<file path="src/verilog/cpu_pkg.sv">
package cpu_pkg;

	// Opcode byte as the aaa/bbb/cc field split
	typedef struct packed {
		logic [2:0] aaa;
		logic [2:0] bbb;
		logic [1:0] cc;
	} opcode_fields_t;

	typedef union packed {
		logic [7:0]     raw;
		opcode_fields_t f;
	} opcode_u;

	typedef enum logic [3:0] {
		OP_LOAD,
		OP_STORE,
		OP_ALU,
		OP_TRANSFER,
		OP_INCDEC,
		OP_FLAG,
		OP_JUMP,
		OP_BRANCH,
		OP_HALT,
		OP_ILLEGAL
	} op_e;

	typedef enum logic [1:0] {
		MODE_IMPLIED,
		MODE_IMMEDIATE,
		MODE_ABSOLUTE
	} mode_e;

	typedef enum logic [2:0] {
		ALU_PASS,
		ALU_ADD,
		ALU_SUB,
		ALU_AND,
		ALU_OR,
		ALU_EOR,
		ALU_INC,
		ALU_DEC
	} alu_func_e;

	typedef enum logic [1:0] {
		REG_A,
		REG_X,
		REG_Y,
		REG_NONE
	} reg_sel_e;

	// Bit positions in P
	localparam int unsigned STATUS_C = 0;
	localparam int unsigned STATUS_Z = 1;
	localparam int unsigned STATUS_V = 6;
	localparam int unsigned STATUS_N = 7;

	localparam logic [15:0] RESET_PC_DEFAULT = 16'h0200;

endpackage

</file>
<file path="src/verilog/dec_if.sv">
`timescale 1ns/10ps

interface dec_if import cpu_pkg::*; ();

	op_e        op;
	mode_e      mode;
	alu_func_e  alu_func;
	reg_sel_e   src_sel;
	reg_sel_e   dst_sel;
	logic [7:0] flag_mask;
	logic [7:0] flag_set;
	logic [7:0] flag_clr;
	logic [2:0] branch_bit;
	logic       branch_val;

	modport dec (output op, mode, alu_func, src_sel, dst_sel,
		flag_mask, flag_set, flag_clr, branch_bit, branch_val);

	modport seq (input op, mode, alu_func, src_sel, dst_sel,
		flag_mask, flag_set, flag_clr, branch_bit, branch_val);

endinterface

</file>
<file path="src/verilog/wb_if.sv">
`timescale 1ns/10ps

interface wb_if import cpu_pkg::*; ();

	logic [7:0] alu_res;
	logic [7:0] flags_in;
	logic       reg_we;
	reg_sel_e   dst_sel;
	logic       flags_we;
	logic [7:0] flag_mask;
	logic [7:0] flag_set;
	logic [7:0] flag_clr;
	logic [7:0] a_val, x_val, y_val, p_val;

	modport exec (output alu_res, flags_in, reg_we, dst_sel, flags_we,
		flag_mask, flag_set, flag_clr, input a_val, x_val, y_val, p_val);

	modport rf (input alu_res, flags_in, reg_we, dst_sel, flags_we,
		flag_mask, flag_set, flag_clr, output a_val, x_val, y_val, p_val);

endinterface
</file>
<file path="src/verilog/alu.sv">
`timescale 1ns/10ps

module alu import cpu_pkg::*; (
	input alu_func_e   func_i,
	input logic [7:0]  a_i,
	input logic [7:0]  b_i,
	input logic        cin_i,
	output logic [7:0] res_o,
	output logic [3:0] flags_o
);

logic [7:0] b_op;
logic       c_op;
logic [8:0] sum;
logic       ovf;

always_comb begin
	b_op = b_i;
	c_op = cin_i;
	case (func_i)
	ALU_SUB: b_op = ~b_i;
	ALU_INC: c_op = 1'b0;
	// a + ~b + 1 with b holding one
	ALU_DEC: begin
		b_op = ~b_i;
		c_op = 1'b1;
	end
	default: ;
	endcase
end

assign sum = {1'b0, a_i} + {1'b0, b_op} + {8'h00, c_op};
assign ovf = (a_i[7] == b_op[7]) && (sum[7] != a_i[7]);

always_comb begin
	case (func_i)
	ALU_AND: res_o = a_i & b_i;
	ALU_OR:  res_o = a_i | b_i;
	ALU_EOR: res_o = a_i ^ b_i;
	ALU_PASS: res_o = b_i;
	default: res_o = sum[7:0];
	endcase
end

// N, V, Z, C
assign flags_o = {res_o[7], ovf, res_o == 8'h00, sum[8]};

endmodule

</file>
<file path="src/verilog/cpu_top.sv">
`timescale 1ns/10ps

module cpu_top import cpu_pkg::*; #(
	parameter logic [15:0] RESET_PC = RESET_PC_DEFAULT
) (
	input logic         clk,
	input logic         rst_i,
	input logic         rdy_i,
	output logic [15:0] addr_o,
	input logic [7:0]   data_i,
	output logic [7:0]  data_o,
	output logic        we_o,
	output logic        fetch_o,
	output logic        halted_o
);

dec_if dec_bus ();
wb_if  wb_bus ();

opcode_u    opcode;
logic [7:0] alu_a, alu_b, alu_res;
logic [3:0] alu_flags;
logic       rf_en;

instr_decode u_decode (
	.opcode_i(opcode),
	.dec(dec_bus.dec)
);

sequencer #(.RESET_PC(RESET_PC)) u_seq (
	.clk(clk),
	.rst_i(rst_i),
	.rdy_i(rdy_i),
	.data_i(data_i),
	.addr_o(addr_o),
	.data_o(data_o),
	.we_o(we_o),
	.fetch_o(fetch_o),
	.halted_o(halted_o),
	.opcode_o(opcode),
	.dec(dec_bus.seq),
	.wb(wb_bus.exec),
	.alu_a_o(alu_a),
	.alu_b_o(alu_b),
	.alu_res_i(alu_res),
	.alu_flags_i(alu_flags),
	.rf_en_o(rf_en)
);

// Carry in always comes from P
alu u_alu (
	.func_i(dec_bus.alu_func),
	.a_i(alu_a),
	.b_i(alu_b),
	.cin_i(wb_bus.p_val[STATUS_C]),
	.res_o(alu_res),
	.flags_o(alu_flags)
);

reg_file u_regs (
	.clk(clk),
	.rst_i(rst_i),
	.en_i(rf_en),
	.wb(wb_bus.rf)
);

endmodule

</file>
<file path="src/verilog/instr_decode.sv">
`timescale 1ns/10ps

module instr_decode import cpu_pkg::*; (
	input opcode_u opcode_i,
	dec_if.dec dec
);

localparam logic [7:0] MASK_NZ = (8'h01 << STATUS_N) | (8'h01 << STATUS_Z);
localparam logic [7:0] MASK_NVZC = MASK_NZ | (8'h01 << STATUS_V) | (8'h01 << STATUS_C);

reg_sel_e ls_reg;
logic     ls_ok;

always_comb begin
	dec.op = OP_ILLEGAL;
	dec.mode = MODE_IMPLIED;
	dec.alu_func = ALU_PASS;
	dec.src_sel = REG_NONE;
	dec.dst_sel = REG_NONE;
	dec.flag_mask = 8'h00;
	dec.flag_set = 8'h00;
	dec.flag_clr = 8'h00;
	dec.branch_bit = 3'(STATUS_Z);
	dec.branch_val = 1'b0;
	ls_reg = REG_NONE;
	ls_ok = 1'b0;

	case (opcode_i.raw)
	8'h00: dec.op = OP_HALT;
	8'h18: begin
		dec.op = OP_FLAG;
		dec.flag_clr = 8'h01 << STATUS_C;
	end
	8'h38: begin
		dec.op = OP_FLAG;
		dec.flag_set = 8'h01 << STATUS_C;
	end
	8'h4c: begin
		dec.op = OP_JUMP;
		dec.mode = MODE_ABSOLUTE;
	end
	8'haa, 8'ha8, 8'h8a, 8'h98: begin
		dec.op = OP_TRANSFER;
		dec.src_sel = opcode_i.raw[4] ? REG_Y : (opcode_i.raw[5] ? REG_A : REG_X);
		dec.dst_sel = (opcode_i.raw == 8'haa) ? REG_X :
			(opcode_i.raw == 8'ha8) ? REG_Y : REG_A;
	end
	8'he8, 8'hc8, 8'hca, 8'h88: begin
		dec.op = OP_INCDEC;
		dec.alu_func = (opcode_i.raw == 8'he8 || opcode_i.raw == 8'hc8) ? ALU_INC : ALU_DEC;
		dec.src_sel = (opcode_i.raw[1] || opcode_i.raw[5]) ? REG_X : REG_Y;
		dec.dst_sel = dec.src_sel;
	end
	// Branches test bit 6 of the opcode for C or Z, bit 5 for the wanted value
	8'hf0, 8'hd0, 8'h90, 8'hb0: begin
		dec.op = OP_BRANCH;
		dec.mode = MODE_IMMEDIATE;
		dec.branch_bit = opcode_i.raw[6] ? 3'(STATUS_Z) : 3'(STATUS_C);
		dec.branch_val = opcode_i.raw[5];
	end
	default: begin
		ls_reg = (opcode_i.f.cc == 2'b01) ? REG_A :
			(opcode_i.f.cc == 2'b10) ? REG_X : REG_Y;
		if (opcode_i.f.bbb == 3'b011)
			dec.mode = MODE_ABSOLUTE;
		else if (opcode_i.f.bbb == ((opcode_i.f.cc == 2'b01) ? 3'b010 : 3'b000))
			dec.mode = MODE_IMMEDIATE;
		ls_ok = (dec.mode != MODE_IMPLIED) && (opcode_i.f.cc != 2'b11);

		if (ls_ok && opcode_i.f.aaa == 3'b101) begin
			dec.op = OP_LOAD;
			dec.dst_sel = ls_reg;
		end else if (ls_ok && opcode_i.f.aaa == 3'b100 && dec.mode == MODE_ABSOLUTE) begin
			dec.op = OP_STORE;
			dec.src_sel = ls_reg;
		end else if (ls_ok && opcode_i.f.cc == 2'b01 && opcode_i.f.aaa != 3'b110
				&& opcode_i.f.aaa != 3'b100) begin
			dec.op = OP_ALU;
			dec.src_sel = REG_A;
			dec.dst_sel = REG_A;
			case (opcode_i.f.aaa)
			3'b000: dec.alu_func = ALU_OR;
			3'b001: dec.alu_func = ALU_AND;
			3'b010: dec.alu_func = ALU_EOR;
			3'b011: dec.alu_func = ALU_ADD;
			default: dec.alu_func = ALU_SUB;
			endcase
		end else begin
			dec.mode = MODE_IMPLIED;
		end
	end
	endcase

	// Only ADC and SBC touch C and V
	if (dec.op == OP_ALU && (dec.alu_func == ALU_ADD || dec.alu_func == ALU_SUB))
		dec.flag_mask = MASK_NVZC;
	else if (dec.op inside {OP_LOAD, OP_ALU, OP_TRANSFER, OP_INCDEC})
		dec.flag_mask = MASK_NZ;
end

always_comb begin
	if (opcode_i.raw == 8'h18 || opcode_i.raw == 8'h38)
		assert ((dec.flag_set != 8'h00) != (dec.flag_clr != 8'h00))
		else $error("flag opcode %h drives both or neither of set and clear", opcode_i.raw);
end

endmodule

</file>
<file path="src/verilog/reg_file.sv">
`timescale 1ns/10ps

module reg_file import cpu_pkg::*; (
	input logic clk,
	input logic rst_i,
	input logic en_i,
	wb_if.rf    wb
);

logic [7:0] a_q, x_q, y_q, p_q;
logic [7:0] p_next;

// Keep unmasked bits, then force set and clear
assign p_next = ((~wb.flag_mask & p_q) | (wb.flag_mask & wb.flags_in) | wb.flag_set)
	& ~wb.flag_clr;

always_ff @(posedge clk) begin
	if (en_i && wb.reg_we) begin
		case (wb.dst_sel)
		REG_A: a_q <= wb.alu_res;
		REG_X: x_q <= wb.alu_res;
		REG_Y: y_q <= wb.alu_res;
		default: ;
		endcase
	end
end

always_ff @(posedge clk) begin
	if (rst_i)
		p_q <= 8'h00;
	else if (en_i && wb.flags_we)
		p_q <= p_next;
end

assign wb.a_val = a_q;
assign wb.x_val = x_q;
assign wb.y_val = y_q;
assign wb.p_val = p_q;

a_we_has_dest: assert property (@(posedge clk) disable iff (rst_i)
	wb.reg_we |-> wb.dst_sel != REG_NONE)
	else $error("register write with no destination");

endmodule

</file>
<file path="src/verilog/sequencer.sv">
`timescale 1ns/10ps

module sequencer import cpu_pkg::*; #(
	parameter logic [15:0] RESET_PC = RESET_PC_DEFAULT
) (
	input logic         clk,
	input logic         rst_i,
	input logic         rdy_i,
	input logic [7:0]   data_i,
	output logic [15:0] addr_o,
	output logic [7:0]  data_o,
	output logic        we_o,
	output logic        fetch_o,
	output logic        halted_o,
	output opcode_u     opcode_o,
	dec_if.seq          dec,
	wb_if.exec          wb,
	output logic [7:0]  alu_a_o,
	output logic [7:0]  alu_b_o,
	input logic [7:0]   alu_res_i,
	input logic [3:0]   alu_flags_i,
	output logic        rf_en_o
);

typedef enum logic [2:0] {
	S_FETCH,
	S_OPER,
	S_ADH,
	S_DATA,
	S_BRANCH,
	S_HALT
} state_e;

state_e      state;
logic [15:0] pc;
opcode_u     ir;
logic [7:0]  adl, adh;
logic [7:0]  src_val;
logic [15:0] branch_target;
logic        taken;
logic        last_cycle;
logic        writes_reg;

assign taken = wb.p_val[dec.branch_bit] == dec.branch_val;
assign branch_target = pc + 16'd1 + {{8{data_i[7]}}, data_i};

always_ff @(posedge clk) begin
	if (rst_i) begin
		state <= S_FETCH;
		pc <= RESET_PC;
	end else if (rdy_i) begin
		case (state)
		S_FETCH: begin
			pc <= pc + 16'd1;
			state <= S_OPER;
		end
		S_OPER: begin
			if (dec.mode != MODE_IMPLIED)
				pc <= pc + 16'd1;
			case (dec.op)
			OP_HALT, OP_ILLEGAL: state <= S_HALT;
			OP_BRANCH: begin
				if (taken) begin
					pc <= branch_target;
					state <= S_BRANCH;
				end else begin
					state <= S_FETCH;
				end
			end
			default: state <= (dec.mode == MODE_ABSOLUTE) ? S_ADH : S_FETCH;
			endcase
		end
		S_ADH: begin
			if (dec.op == OP_JUMP) begin
				pc <= {data_i, adl};
				state <= S_FETCH;
			end else begin
				pc <= pc + 16'd1;
				state <= S_DATA;
			end
		end
		S_DATA, S_BRANCH: state <= S_FETCH;
		default: state <= S_HALT;
		endcase
	end
end

// Opcode and address bytes
always_ff @(posedge clk) begin
	if (rdy_i) begin
		if (state == S_FETCH)
			ir.raw <= data_i;
		if (state == S_OPER)
			adl <= data_i;
		if (state == S_ADH)
			adh <= data_i;
	end
end

assign opcode_o = ir;
assign addr_o = (state == S_DATA) ? {adh, adl} : pc;
assign we_o = (state == S_DATA) && (dec.op == OP_STORE);
assign data_o = we_o ? alu_res_i : 8'h00;
assign fetch_o = state == S_FETCH;
assign halted_o = state == S_HALT;
assign rf_en_o = rdy_i;

always_comb begin
	case (dec.src_sel)
	REG_A: src_val = wb.a_val;
	REG_X: src_val = wb.x_val;
	REG_Y: src_val = wb.y_val;
	default: src_val = 8'h00;
	endcase
	alu_a_o = src_val;
	if (dec.op == OP_INCDEC)
		alu_b_o = 8'h01;
	else if (dec.op == OP_STORE || dec.op == OP_TRANSFER)
		alu_b_o = src_val;
	else
		alu_b_o = data_i;
end

// Results land at the end of an instruction's final cycle
assign last_cycle = (state == S_OPER && dec.mode != MODE_ABSOLUTE) || state == S_DATA;
assign writes_reg = dec.op inside {OP_LOAD, OP_ALU, OP_TRANSFER, OP_INCDEC};

assign wb.alu_res = alu_res_i;
assign wb.reg_we = last_cycle && writes_reg;
assign wb.flags_we = last_cycle && (writes_reg || dec.op == OP_FLAG);
assign wb.dst_sel = dec.dst_sel;
assign wb.flag_mask = dec.flag_mask;
assign wb.flag_set = dec.flag_set;
assign wb.flag_clr = dec.flag_clr;

always_comb begin
	wb.flags_in = 8'h00;
	wb.flags_in[STATUS_N] = alu_flags_i[3];
	wb.flags_in[STATUS_V] = alu_flags_i[2];
	wb.flags_in[STATUS_Z] = alu_flags_i[1];
	wb.flags_in[STATUS_C] = alu_flags_i[0];
end

a_no_write_on_fetch: assert property (@(posedge clk) disable iff (rst_i)
	!(we_o && fetch_o))
	else $error("write during opcode fetch");

// A stalled cycle must present the same bus request again
a_stall_holds_bus: assert property (@(posedge clk) disable iff (rst_i)
	!rdy_i |=> $stable(addr_o) && $stable(we_o))
	else $error("bus request changed during stall");

endmodule

</file>
<file path="config.mk">
export PLATFORM = sky130hd
export DESIGN_NAME = cpu_top
export DESIGN_NICKNAME = d
export VERILOG_FILES = /design/src/verilog/cpu_pkg.sv /design/src/verilog/dec_if.sv /design/src/verilog/wb_if.sv /design/src/verilog/alu.sv /design/src/verilog/cpu_top.sv /design/src/verilog/instr_decode.sv /design/src/verilog/reg_file.sv /design/src/verilog/sequencer.sv
export SDC_FILE = /design/constraint.sdc
export NUM_CORES = 1
export LEC_CHECK = 0
export BUFFER_PORTS_ARGS = -buffer_cell sky130_fd_sc_hd__buf_2
export CAP_MARGIN = 10
export CELL_PAD_IN_SITES_DETAIL_PLACEMENT = 1
export CELL_PAD_IN_SITES_GLOBAL_PLACEMENT = 1
export CORE_MARGIN = 5
export CORE_UTILIZATION = 25
export DETAILED_ROUTE_END_ITERATION = 10
export GPL_TIMING_DRIVEN = 1
export HOLD_SLACK_MARGIN = 0.1
export PLACE_DENSITY_LB_ADDON = 0.1
export SYNTH_ARGS = -nofsm -noshare
export SYNTH_HDL_FRONTEND = slang
export SYNTH_SLANG_ARGS = --single-unit
</file>
<file path="constraint.sdc">
create_clock -name clk -period 6.1 [get_ports clk]
set_input_delay 0.305 -clock clk [delete_from_list [all_inputs] [get_ports clk]]
set_output_delay 0.305 -clock clk [all_outputs]
set_load 0.02 [all_outputs]
</file>
=== After elaboration in Yosys (flattened, before gate mapping) ===
Index checks and enable logic that the tools add are counted.

* Output and inout bits: 27
* Input bits: 11
* Flip-flop bits (word level): 75
* Word-level logic and storage cells: 193

* Multiplexer cells: 59
* Add/sub/neg operators: 4
* Reductions and logical operators: 51
* Bitwise operators: 11
* Order comparisons: 1
* Equality and inequality tests: 58

{| class="wikitable"
|+ Operators with widths
! cell !! count
|-
| $eq 8x8->1 const B || 12
|-
| $mux 16 || 5
|-
| $mux 8 || 6
|-
| $pmux 16 s3 || 1
|-
| $mux 2 || 19
|-
| $and 8x8->8 || 4
|-
| $pmux 8 s4 || 1
|-
| $eq 3x3->1 const B || 8
|-
| $pmux 3 s4 || 2
|-
| $pmux 4 s6 || 1
|-
| $pmux 8 s3 || 1
|-
| $eq 3x2->1 const B || 7
|-
| $pmux 2 s3 || 3
|-
| $add 16x1->16 const B || 1
|-
| $add 16x16->16 || 1
|-
| $eq 4x3->1 const B || 4
|-
| $logic_not 8->1 || 2
|-
| $not 8->8 || 2
|-
| $or 8x8->8 || 2
|-
| $reduce_or 16->1 || 1
|-
| $logic_and 1x1->1 || 15
|-
| $mux 3 || 5
|-
| $reduce_and 2->1 || 7
|-
| $mux 4 || 3
|-
| other kinds (36) || 71
|}

=== Logic depth before layout (Yosys ltp) ===
Gate-level depths: netlist (run 1).

* Depth in word-level cells: 29
* Mapped depth: 24
* Depth with buffers taken out: 23

=== By module ===
A second synthesis (run 1) with hierarchy kept.

* Cells, all modules: 907
* Area total of the unflattened synthesis: 7764.9 µm²

{| class="wikitable"
|+ Modules (own cells, without submodules)
! module !! area an instance (µm²) !! seq. area each (µm²) !! times used !! cells an instance
|-
| sequencer || 4312.9 || 1101.1 || 1 || 528
|-
| reg_file || 1267.5 || 880.8 || 1 || 79
|-
| alu || 1234.9 || 0.0 || 1 || 161
|-
| instr_decode || 949.7 || 0.0 || 1 || 139
|}

=== Worst setup path before layout (run 1) ===
Ideal clock, no wire load.

* Path type: register to register
* Start: register u_seq.ir (netlist bit u_seq.opcode_o[4])
* End: register (tool-made name)
* Clock period less this slack: 5.409 ns
* Cell stages (with the launch flop): 23
* Data required time: 6.031 ns
* Slack: 0.691 ns
* Buffers on the path: 1
* Setup time: 0.069 ns
* Data arrival time: 5.340 ns
* Path through: edfxtp_1 -> clkbuf_1 -> or3b_2 -> or2_2 -> nand2_1 -> o211ai_1 -> a211oi_1 -> nand2_1 -> o21ai_0 -> inv_1 -> a211oi_1 -> xnor2_1 -> ha_1 -> o21ai_0 -> a21oi_1 -> o21ai_0 -> a21boi_0 -> o21a_1 -> or3_1 -> a21oi_1 -> o21ai_0 -> or4_1 -> o21ai_1

{| class="wikitable"
|+ RTL lines
! element !! RTL line !! source
|-
| start: declaration || sequencer.sv:36 || <nowiki>opcode_u ir;</nowiki>
|}

=== Worst setup path after layout (run 1) ===
* Start: register u_seq.ir (netlist bit u_seq.opcode_o[1])
* End: output port data_o[7]

* Cells in the longest elaborated chain, start to end: 25
* Elaborated cells on any way between the ends: 86
* Classes of those cells: add/sub (2); eq/ne (31); mux (27); bitwise (4); reduce/logical (22)

{| class="wikitable"
|+ RTL lines
! element !! RTL line !! source
|-
| $eq 2x1->1 || instr_decode.sv:62, instr_decode.sv:66, instr_decode.sv:76 ||
|-
| $mux 2 || instr_decode.sv:66 || <nowiki>else if (opcode_i.f.bbb == ((opcode_i.f.cc == 2'b01) ? 3'b010 : 3'b000))</nowiki>
|-
| $eq 3x3->1 || instr_decode.sv:66 ||
|-
| $mux 1 || instr_decode.sv:66 ||
|-
| $mux 2 || instr_decode.sv:64 || <nowiki>if (opcode_i.f.bbb == 3'b011)</nowiki>
|-
| $mux 2 || instr_decode.sv:28 || <nowiki>case (opcode_i.raw)</nowiki>
|-
| $reduce_bool 2->1 || instr_decode.sv:68 || <nowiki>ls_ok = (dec.mode != MODE_IMPLIED) && (opcode_i.f.cc != 2'b11);</nowiki>
|-
| $logic_and 1x1->1 || instr_decode.sv:68 ||
|-
| (+9 left out) || -- ||
|-
| $mux 8 || sequencer.sv:118 || <nowiki>else if (dec.op == OP_STORE || dec.op == OP_TRANSFER)</nowiki>
|-
| $mux 8 || sequencer.sv:116 || <nowiki>if (dec.op == OP_INCDEC)</nowiki>
|-
| $not 8->8 || alu.sv:21, alu.sv:25 ||
|-
| $mux 8 || -- ||
|-
| $add 8x8->9 || alu.sv:32 || <nowiki>assign sum = {1'b0, a_i} + {1'b0, b_op} + {8'h00, c_op};</nowiki>
|-
| $add 9x1->9 || alu.sv:32 ||
|-
| $pmux 8 s4 || alu.sv:36 || <nowiki>case (func_i)</nowiki>
|-
| $mux 8 * || sequencer.sv:103 || <nowiki>assign data_o = we_o ? alu_res_i : 8'h00;</nowiki>
|-
| end: declaration || cpu_top.sv:11 || <nowiki>output logic [7:0] data_o,</nowiki>
|}

Mark *: on every way between the ends. The rest lies on a longest branch, timed or not. The select of a mux whose other input is x is not followed.

==> results of run 1 <==
## worst min path at each step
stage,from,endpoint,slack [ns]
6_report,rdy_i,u_seq.state[2],0.23
5_1_grt,rdy_i,u_seq.state[2],0.26
4_1_cts,rdy_i,u_seq.state[2],0.23
3_5_place_dp,u_seq.pc[1],u_seq.pc[1],0.54
3_3_place_gp,u_seq.pc[1],u_seq.pc[1],0.53
2_1_floorplan,rdy_i,u_seq.state[2],0.40
## cells in the final DEF (no fill, tap or decap), types with 6 or more instances in the layout
master and instances:
a211oi_1 20, a21o_1 6, a21oi_1 32, a221o_1 7, a221oi_1 12, a31oi_1 10
and2_1 8, and3_1 12, buf_2 37, buf_4 48, clkbuf_16 9, dfxtp_1 21
edfxtp_1 48, ha_1 43, inv_1 41, mux2_2 19, mux2i_1 15, nand2_1 56
nand2b_1 11, nand3_1 25, nand4_1 11, nor2_1 73, nor2b_1 8, nor3_1 33
o211ai_1 14, o21ai_0 34, or2_2 6, xnor2_1 30, xor2_1 25
## where the power goes
group	total [mW]	internal [mW]	switching, mW
combinational	0.404	0.159	0.245
clock	0.621	0.382	0.239
sequential	0.553	0.521	0.0319
total	1.58	1.06	0.516
## critical path, stage by stage (launching register included)
cell and delay (ns):
edfxtp_1 0.44, inv_1 0.14, ha_1 0.29, nor4bb_1 0.29, buf_4 0.19, nand2b_1 0.07
a21oi_1 0.30, nand4_1 0.26, nand2_4 0.20, mux2i_1 0.31, nor2_1 0.09, a31oi_2 0.28
a211oi_2 0.15, xnor2_1 0.16, ha_1 0.38, o21ai_0 0.18, a21oi_1 0.06, o21ai_1 0.16
a21boi_0 0.15, o21a_1 0.20, or3_1 0.30, a21oi_1 0.21, buf_4 0.16, nor3_1 0.05
buf_2 0.16
## area by class of cell
type                    count  area [um^2]  area share (%)
well taps                 330        412.9           5.432
flip-flops and latches     69         1862           24.49
multi-input cells         609         4294           56.49
clock inverters             5        80.08           1.053
clock buffers              11        252.7           3.325
repair buffers             85        545.5           7.177
inverters                  41        153.9           2.025
## cells in the mapped netlist, drive strengths merged (4+ instances only)
cell type  count  share of area, %
a211oi        23               2.7
a21boi         5              0.59
a21o           6              0.71
a21oi         32               2.5
a221o          7               1.1
a221oi        12               1.6
a22oi          5              0.59
a31oi         12               1.2
and2           8              0.78
and3          12               1.2
and4           4              0.55
buf            4              0.55
clkbuf        33               1.9
dfxtp         21               6.6
edfxtp        48                23
ha            43               8.4
inv           41               2.4
mux2          19               3.4
mux2i         15               2.4
nand2         57               3.4
nand2b        12               1.2
nand3         25               2.0
nand3b         5              0.59
nand4         11               1.1
nor2          74               4.3
nor2b          8              0.78
nor3          34               2.7
nor3b          5              0.59
nor4           5              0.49
o211ai        15               1.8
o21a           5              0.59
o21ai         40               3.1
o21bai         5              0.59
or2            6              0.59
or3            6              0.67
xnor2         30               4.1
xor2          25               3.4
## cell families after synthesis
logic type,Yosys count,share of synthesized area [%]
adder cells (fa/ha/maj),46,9.365
AND/OR/NAND/NOR,280,21.92
flip-flops,69,29.15
XOR/XNOR,55,7.543
multiplexers,34,5.701
buffers and inverters,78,4.898
AO/OA/AOI/OAI,194,21.42
## metal layers
layer | up-vias | track usage (%)
met1 | 3183 | 25.57
met2 | 130 | 29.02
met5 | - | 0
met4 | 0 | 3.920
met3 | 23 | 2.230
li1 | 2918 | -
## flip-flops by register name, indices dropped and copies added, names as in the netlist, named ones only
signal           flops
u_seq.adh            8
u_seq.state          3
u_seq.pc            16
u_seq.adl            8
u_regs.wb.y_val      8
u_regs.wb.p_val      1
u_regs.wb.x_val      8
u_regs.wb.a_val      8
u_seq.opcode_o       8
## through the flow
stage	setup slack, ns	util [%]
6_report	0.2736	30.18
5_1_grt	-0.01806	30.18
4_1_cts	0.02685	29.64
3_5_place_dp	0.05407	28.24
3_3_place_gp	0.1153	28.24
2_1_floorplan	0.6913	-
## repair_timing
item,CTS,global route
resized for setup,4,13
setup buffers,0,12
setup endpoints to repair,2,5
pin swaps,0,6
==> results.cfg, run 1 <==
[outcome]
status = finished clean

[worst_setup_path]
cp-start-kind = flip-flop
required_ns = 5.79
cp-endpoint = data_o[7]
crit_fanout = 6
cp-end-kind = primary output
critPathLaunch = u_seq.opcode_o[1]
critPathKind = reg2out
reg2reg_slack_ns = 0.44
reg2reg_depth = 24
worstPathArrival_ns = 5.52
rr_startpoint = u_seq.opcode_o[1]

[hold_path]
hold_path_depth = 2
min_path_type = in2reg

[die]
io_pins = 38
core_um2 = 25180
die_area_um2 = 28840
fp.dieH_um = 169.8
die_x_um = 169.8
initial_core_util_pct = 25.36
rows = 58

[pwr]
p_leak_nw = 3.081
vdd_ir_drop_max_uv = 94.04
powerDensity_nw_per_um2 = 207.6
finalPower_mw = 1.578

[routing]
dr_wl_met2_um = 11910
drc = 0
top_layer = met4
vias_per_cell = 5.438
wire_per_inst_um = 22.61
wl_um = 26000
ant_nets = 0
met1_length_um = 12790
first_pass_iters = 7
vias = 6254
wl_met3_um = 922
first_iter_violations = 399

[synthesis]
ys_ff_latch = 69
synth_async_sr_flop_share_pct = 0
synthesis.nets = 813
syn_avg_cell_area_um2 = 8.447
synth_edf_count = 48
ys_types = 67
synth_warnings = 0
seq_area_frac_synth_pct = 29.15
ys.flop_type = edfxtp_1
syn-instance-count = 756
netlist_area_um2 = 6386

[timing]
timing.hold.ws_ns = 0.2350
setup_viol = 0
tightest_slew_ns = 1.098
tns_ns = 0
fmax_ghz = 0.1716
fin_crit_ns = 5.826
final_max_slew_viol_count = 0
skew_ns = 0.005990
finalCritPeriodShare_pct = 95.51
relSlewSlack_pct = 26.56
finalHoldViolations = 0

[grt]
grt_pass1_vias = 6475
grt_pass1_wl_um = 39890
grt_usage_pct = 17.91
grt_max_degree = 30
overflow = 0
antenna_found_initial = 0

[finish]
layout-drive-gt1-share_pct = 17.93
final_area_um2 = 7601
final_cells = 1150
area_growth_pct = 19.02
layout.nets = 872
num-fill-cells = 2963
num_antenna_cells = 0

[placement]
placedCellCount = 1122
port_buffers = 37
hpwl_um = 19380
postPlaceCellArea_um2 = 7112
gp_congestion = 0.8380

[clock_network]
clock_latency_ns = 0.35
clock-sinks = 69
cts_tree = built
htreeDepth = 3
clock-root-buffer = clkbuf_16
cts.reportedPaths.clkPinSlew_ns = 0.06
numCtsBuffers = 9
cts_buffer_depth = 2
cts_hold_buf = 0

[job]
drv_cap = 0
(Power assumes the default switching activity.)
==> run 2: changes to the inputs <==
- CORE_UTILIZATION: 25 -> 48
==> run 2 against run 1 <==
Sequential share of layout area up 0.93 points. Clock-buffer cell count down 2. Sequential power decreased by 0.7%. Die area decreased by 46%. Non-clock buffer count fell by 9. Via count grew 2.2%. Power fell by 8.7%. Largest cell class unchanged. Highest routed layer unchanged.
==> results.cfg, run 2 (synthesis results as in run 1) <==
[pwr]
clock_power_share_pct = 34.3
p_seq_share_pct = 38.1
netSwitchingPower_mw = 0.4918
vdd_ir_drop_max_uv = 141.0
intPower_mw = 0.9489
finalPower_mw = 1.441
powerDensity_nw_per_um2 = 196.8
combPwrFrac_pct = 27.6
p_leak_nw = 3.006
swShare_pct = 34.14

[timing]
relSlewSlack_pct = 17.39
skew_ns = 0.004807
finalHoldViolations = 0
setup_slack_ns = 0.2100
setup_viol = 0
finalCritPeriodShare_pct = 96.56
final_max_slew_viol_count = 0
fmax_ghz = 0.1698
tightest_slew_ns = 1.235
fin_crit_ns = 5.890
timing.hold.ws_ns = 0.2663

[clock_network]
clock_latency_ns = 0.35
cts_tree = built
clock-sinks = 69
htreeDepth = 3
clock-root-buffer = clkbuf_16
numCtsBuffers = 9
cts.reportedPaths.clkPinSlew_ns = 0.06
cts_buffer_depth = 2

[grt]
grt_usage_pct = 28.02
grt_max_degree = 30
grt_pass1_wl_um = 35110
overflow = 0
grt_pass1_vias = 6319
antenna_found_initial = 0

[placement]
gp_congestion = 0.9237
hpwl_um = 16390
placedCellCount = 951
postPlaceCellArea_um2 = 6792
place_ws_ns = -0.1492
port_buffers = 37

[worst_setup_path]
crit_path_cell_trace = inv_1, ha_2, nand3_1, or2_2, nand2_2, o211ai_1, a211oi_2, buf_4, nand2_1, o21ai_2, o21ai_1, xnor2_1, fa_2, inv_1, fa_1, a21o_1, a21oi_1, o21ai_0, a21oi_1, xnor2_1, nor2_1, nor3_1, buf_2
worstPathArrival_ns = 5.58
cp-end-kind = primary output
required_ns = 5.79
reg2reg_depth = 24
crit_path_max_incr_delay_ns = 0.46
cp-endpoint = data_o[6]
slowest_stage = edfxtp_1
critPathKind = reg2out
cp.buffers_inverters = 4
cp-start-kind = flip-flop
rr_startpoint = u_seq.opcode_o[1]
reg2reg_slack_ns = 0.35
critPathTopFamily = compound AO/OA/AOI/OAI gates
worstSetupPathDepth = 23
crit_fanout = 10
critPathLaunch = u_seq.opcode_o[1]

[routing]
vias_per_cell = 6.478
wl_um = 23130
ant_nets = 0
vias = 6394
drc = 0
wire_per_inst_um = 23.43
first_iter_violations = 727
first_pass_iters = 5

[finish]
num_antenna_cells = 0
layout.nets = 863
mostFrequentLayoutCells = 69 x nor2_1, 54 x nand2_1, 48 x edfxtp_1, 41 x inv_1, 41 x ha_1
final_cells = 987
largest_register_ffs = 16
final_area_um2 = 7322
final_common_cell = nor2_1
regMostFlops = u_seq.pc
layout-drive-gt1-share_pct = 18.62
num-fill-cells = 1588
area_growth_pct = 14.66

[die]
rows = 42
fp.dieH_um = 125.3
die_x_um = 125.3
core_um2 = 13140
initial_core_util_pct = 48.61
die_area_um2 = 15710
io_pins = 38

[job]
drv_cap = 0

[hold_path]
hp-start = rdy_i
min_path_type = in2reg
hold_path_depth = 2

[outcome]
status = finished clean
## run 2: stage by stage
| stage | TNS, ns | utilization [%] |
|---|---|---|
| final | 0 | 55.73 |
| after global routing | -0.1103 | 55.73 |
| after CTS | 0 | 53.90 |
| after detailed placement | -0.1492 | 51.70 |
| after global placement | 0 | 51.70 |
| after floorplan | 0 | - |
## run 2: final cells by class
type / instances / area [um^2] / area share [%]
clock buffers: 9 / 225.2 / 3.076
inverters: 41 / 153.9 / 2.102
well taps: 176 / 220.2 / 3.008
repair buffers: 76 / 473.0 / 6.459
multi-input cells: 609 / 4347 / 59.36
clock inverters: 7 / 41.29 / 0.5639
flip-flops and latches: 69 / 1862 / 25.43
## run 2: timing repair
action,in CTS,in global routing
pin swaps,1,8
hold buffers,0,0
buffers inserted,0,19
setup endpoints to repair,5,8
cloned,0,0
gates resized for setup,8,24
## run 2: power groups by stage
stage          Combinational, mW  Sequential (mW)  Clock (mW)
2_1_floorplan              0.278            0.542           0
3_3_place_gp               0.352            0.558           0
3_5_place_dp               0.367            0.560           0
4_1_cts                    0.372            0.551       0.498
5_1_grt                    0.432            0.551       0.527
6_report                   0.397            0.549       0.494
## run 2: worst min-delay path by stage
stage | endpoint | slack (ns)
final | u_seq.state[2] | 0.27
after global routing | u_seq.state[2] | 0.27
after CTS | u_seq.state[2] | 0.23
after detailed placement | flip-flop | 0.52
after global placement | flip-flop | 0.51
after floorplan | u_seq.state[2] | 0.40
## run 2: routing by layer
layer | vias to the layer above | GRT usage [%] | wire, um
li1 | 2904 | - | -
met1 | 3163 | 38.96 | 10310
met2 | 275 | 44.83 | 10790
met3 | 52 | 4.392 | 1343
met4 | 0 | 9.056 | 677
met5 | - | 0 | 0
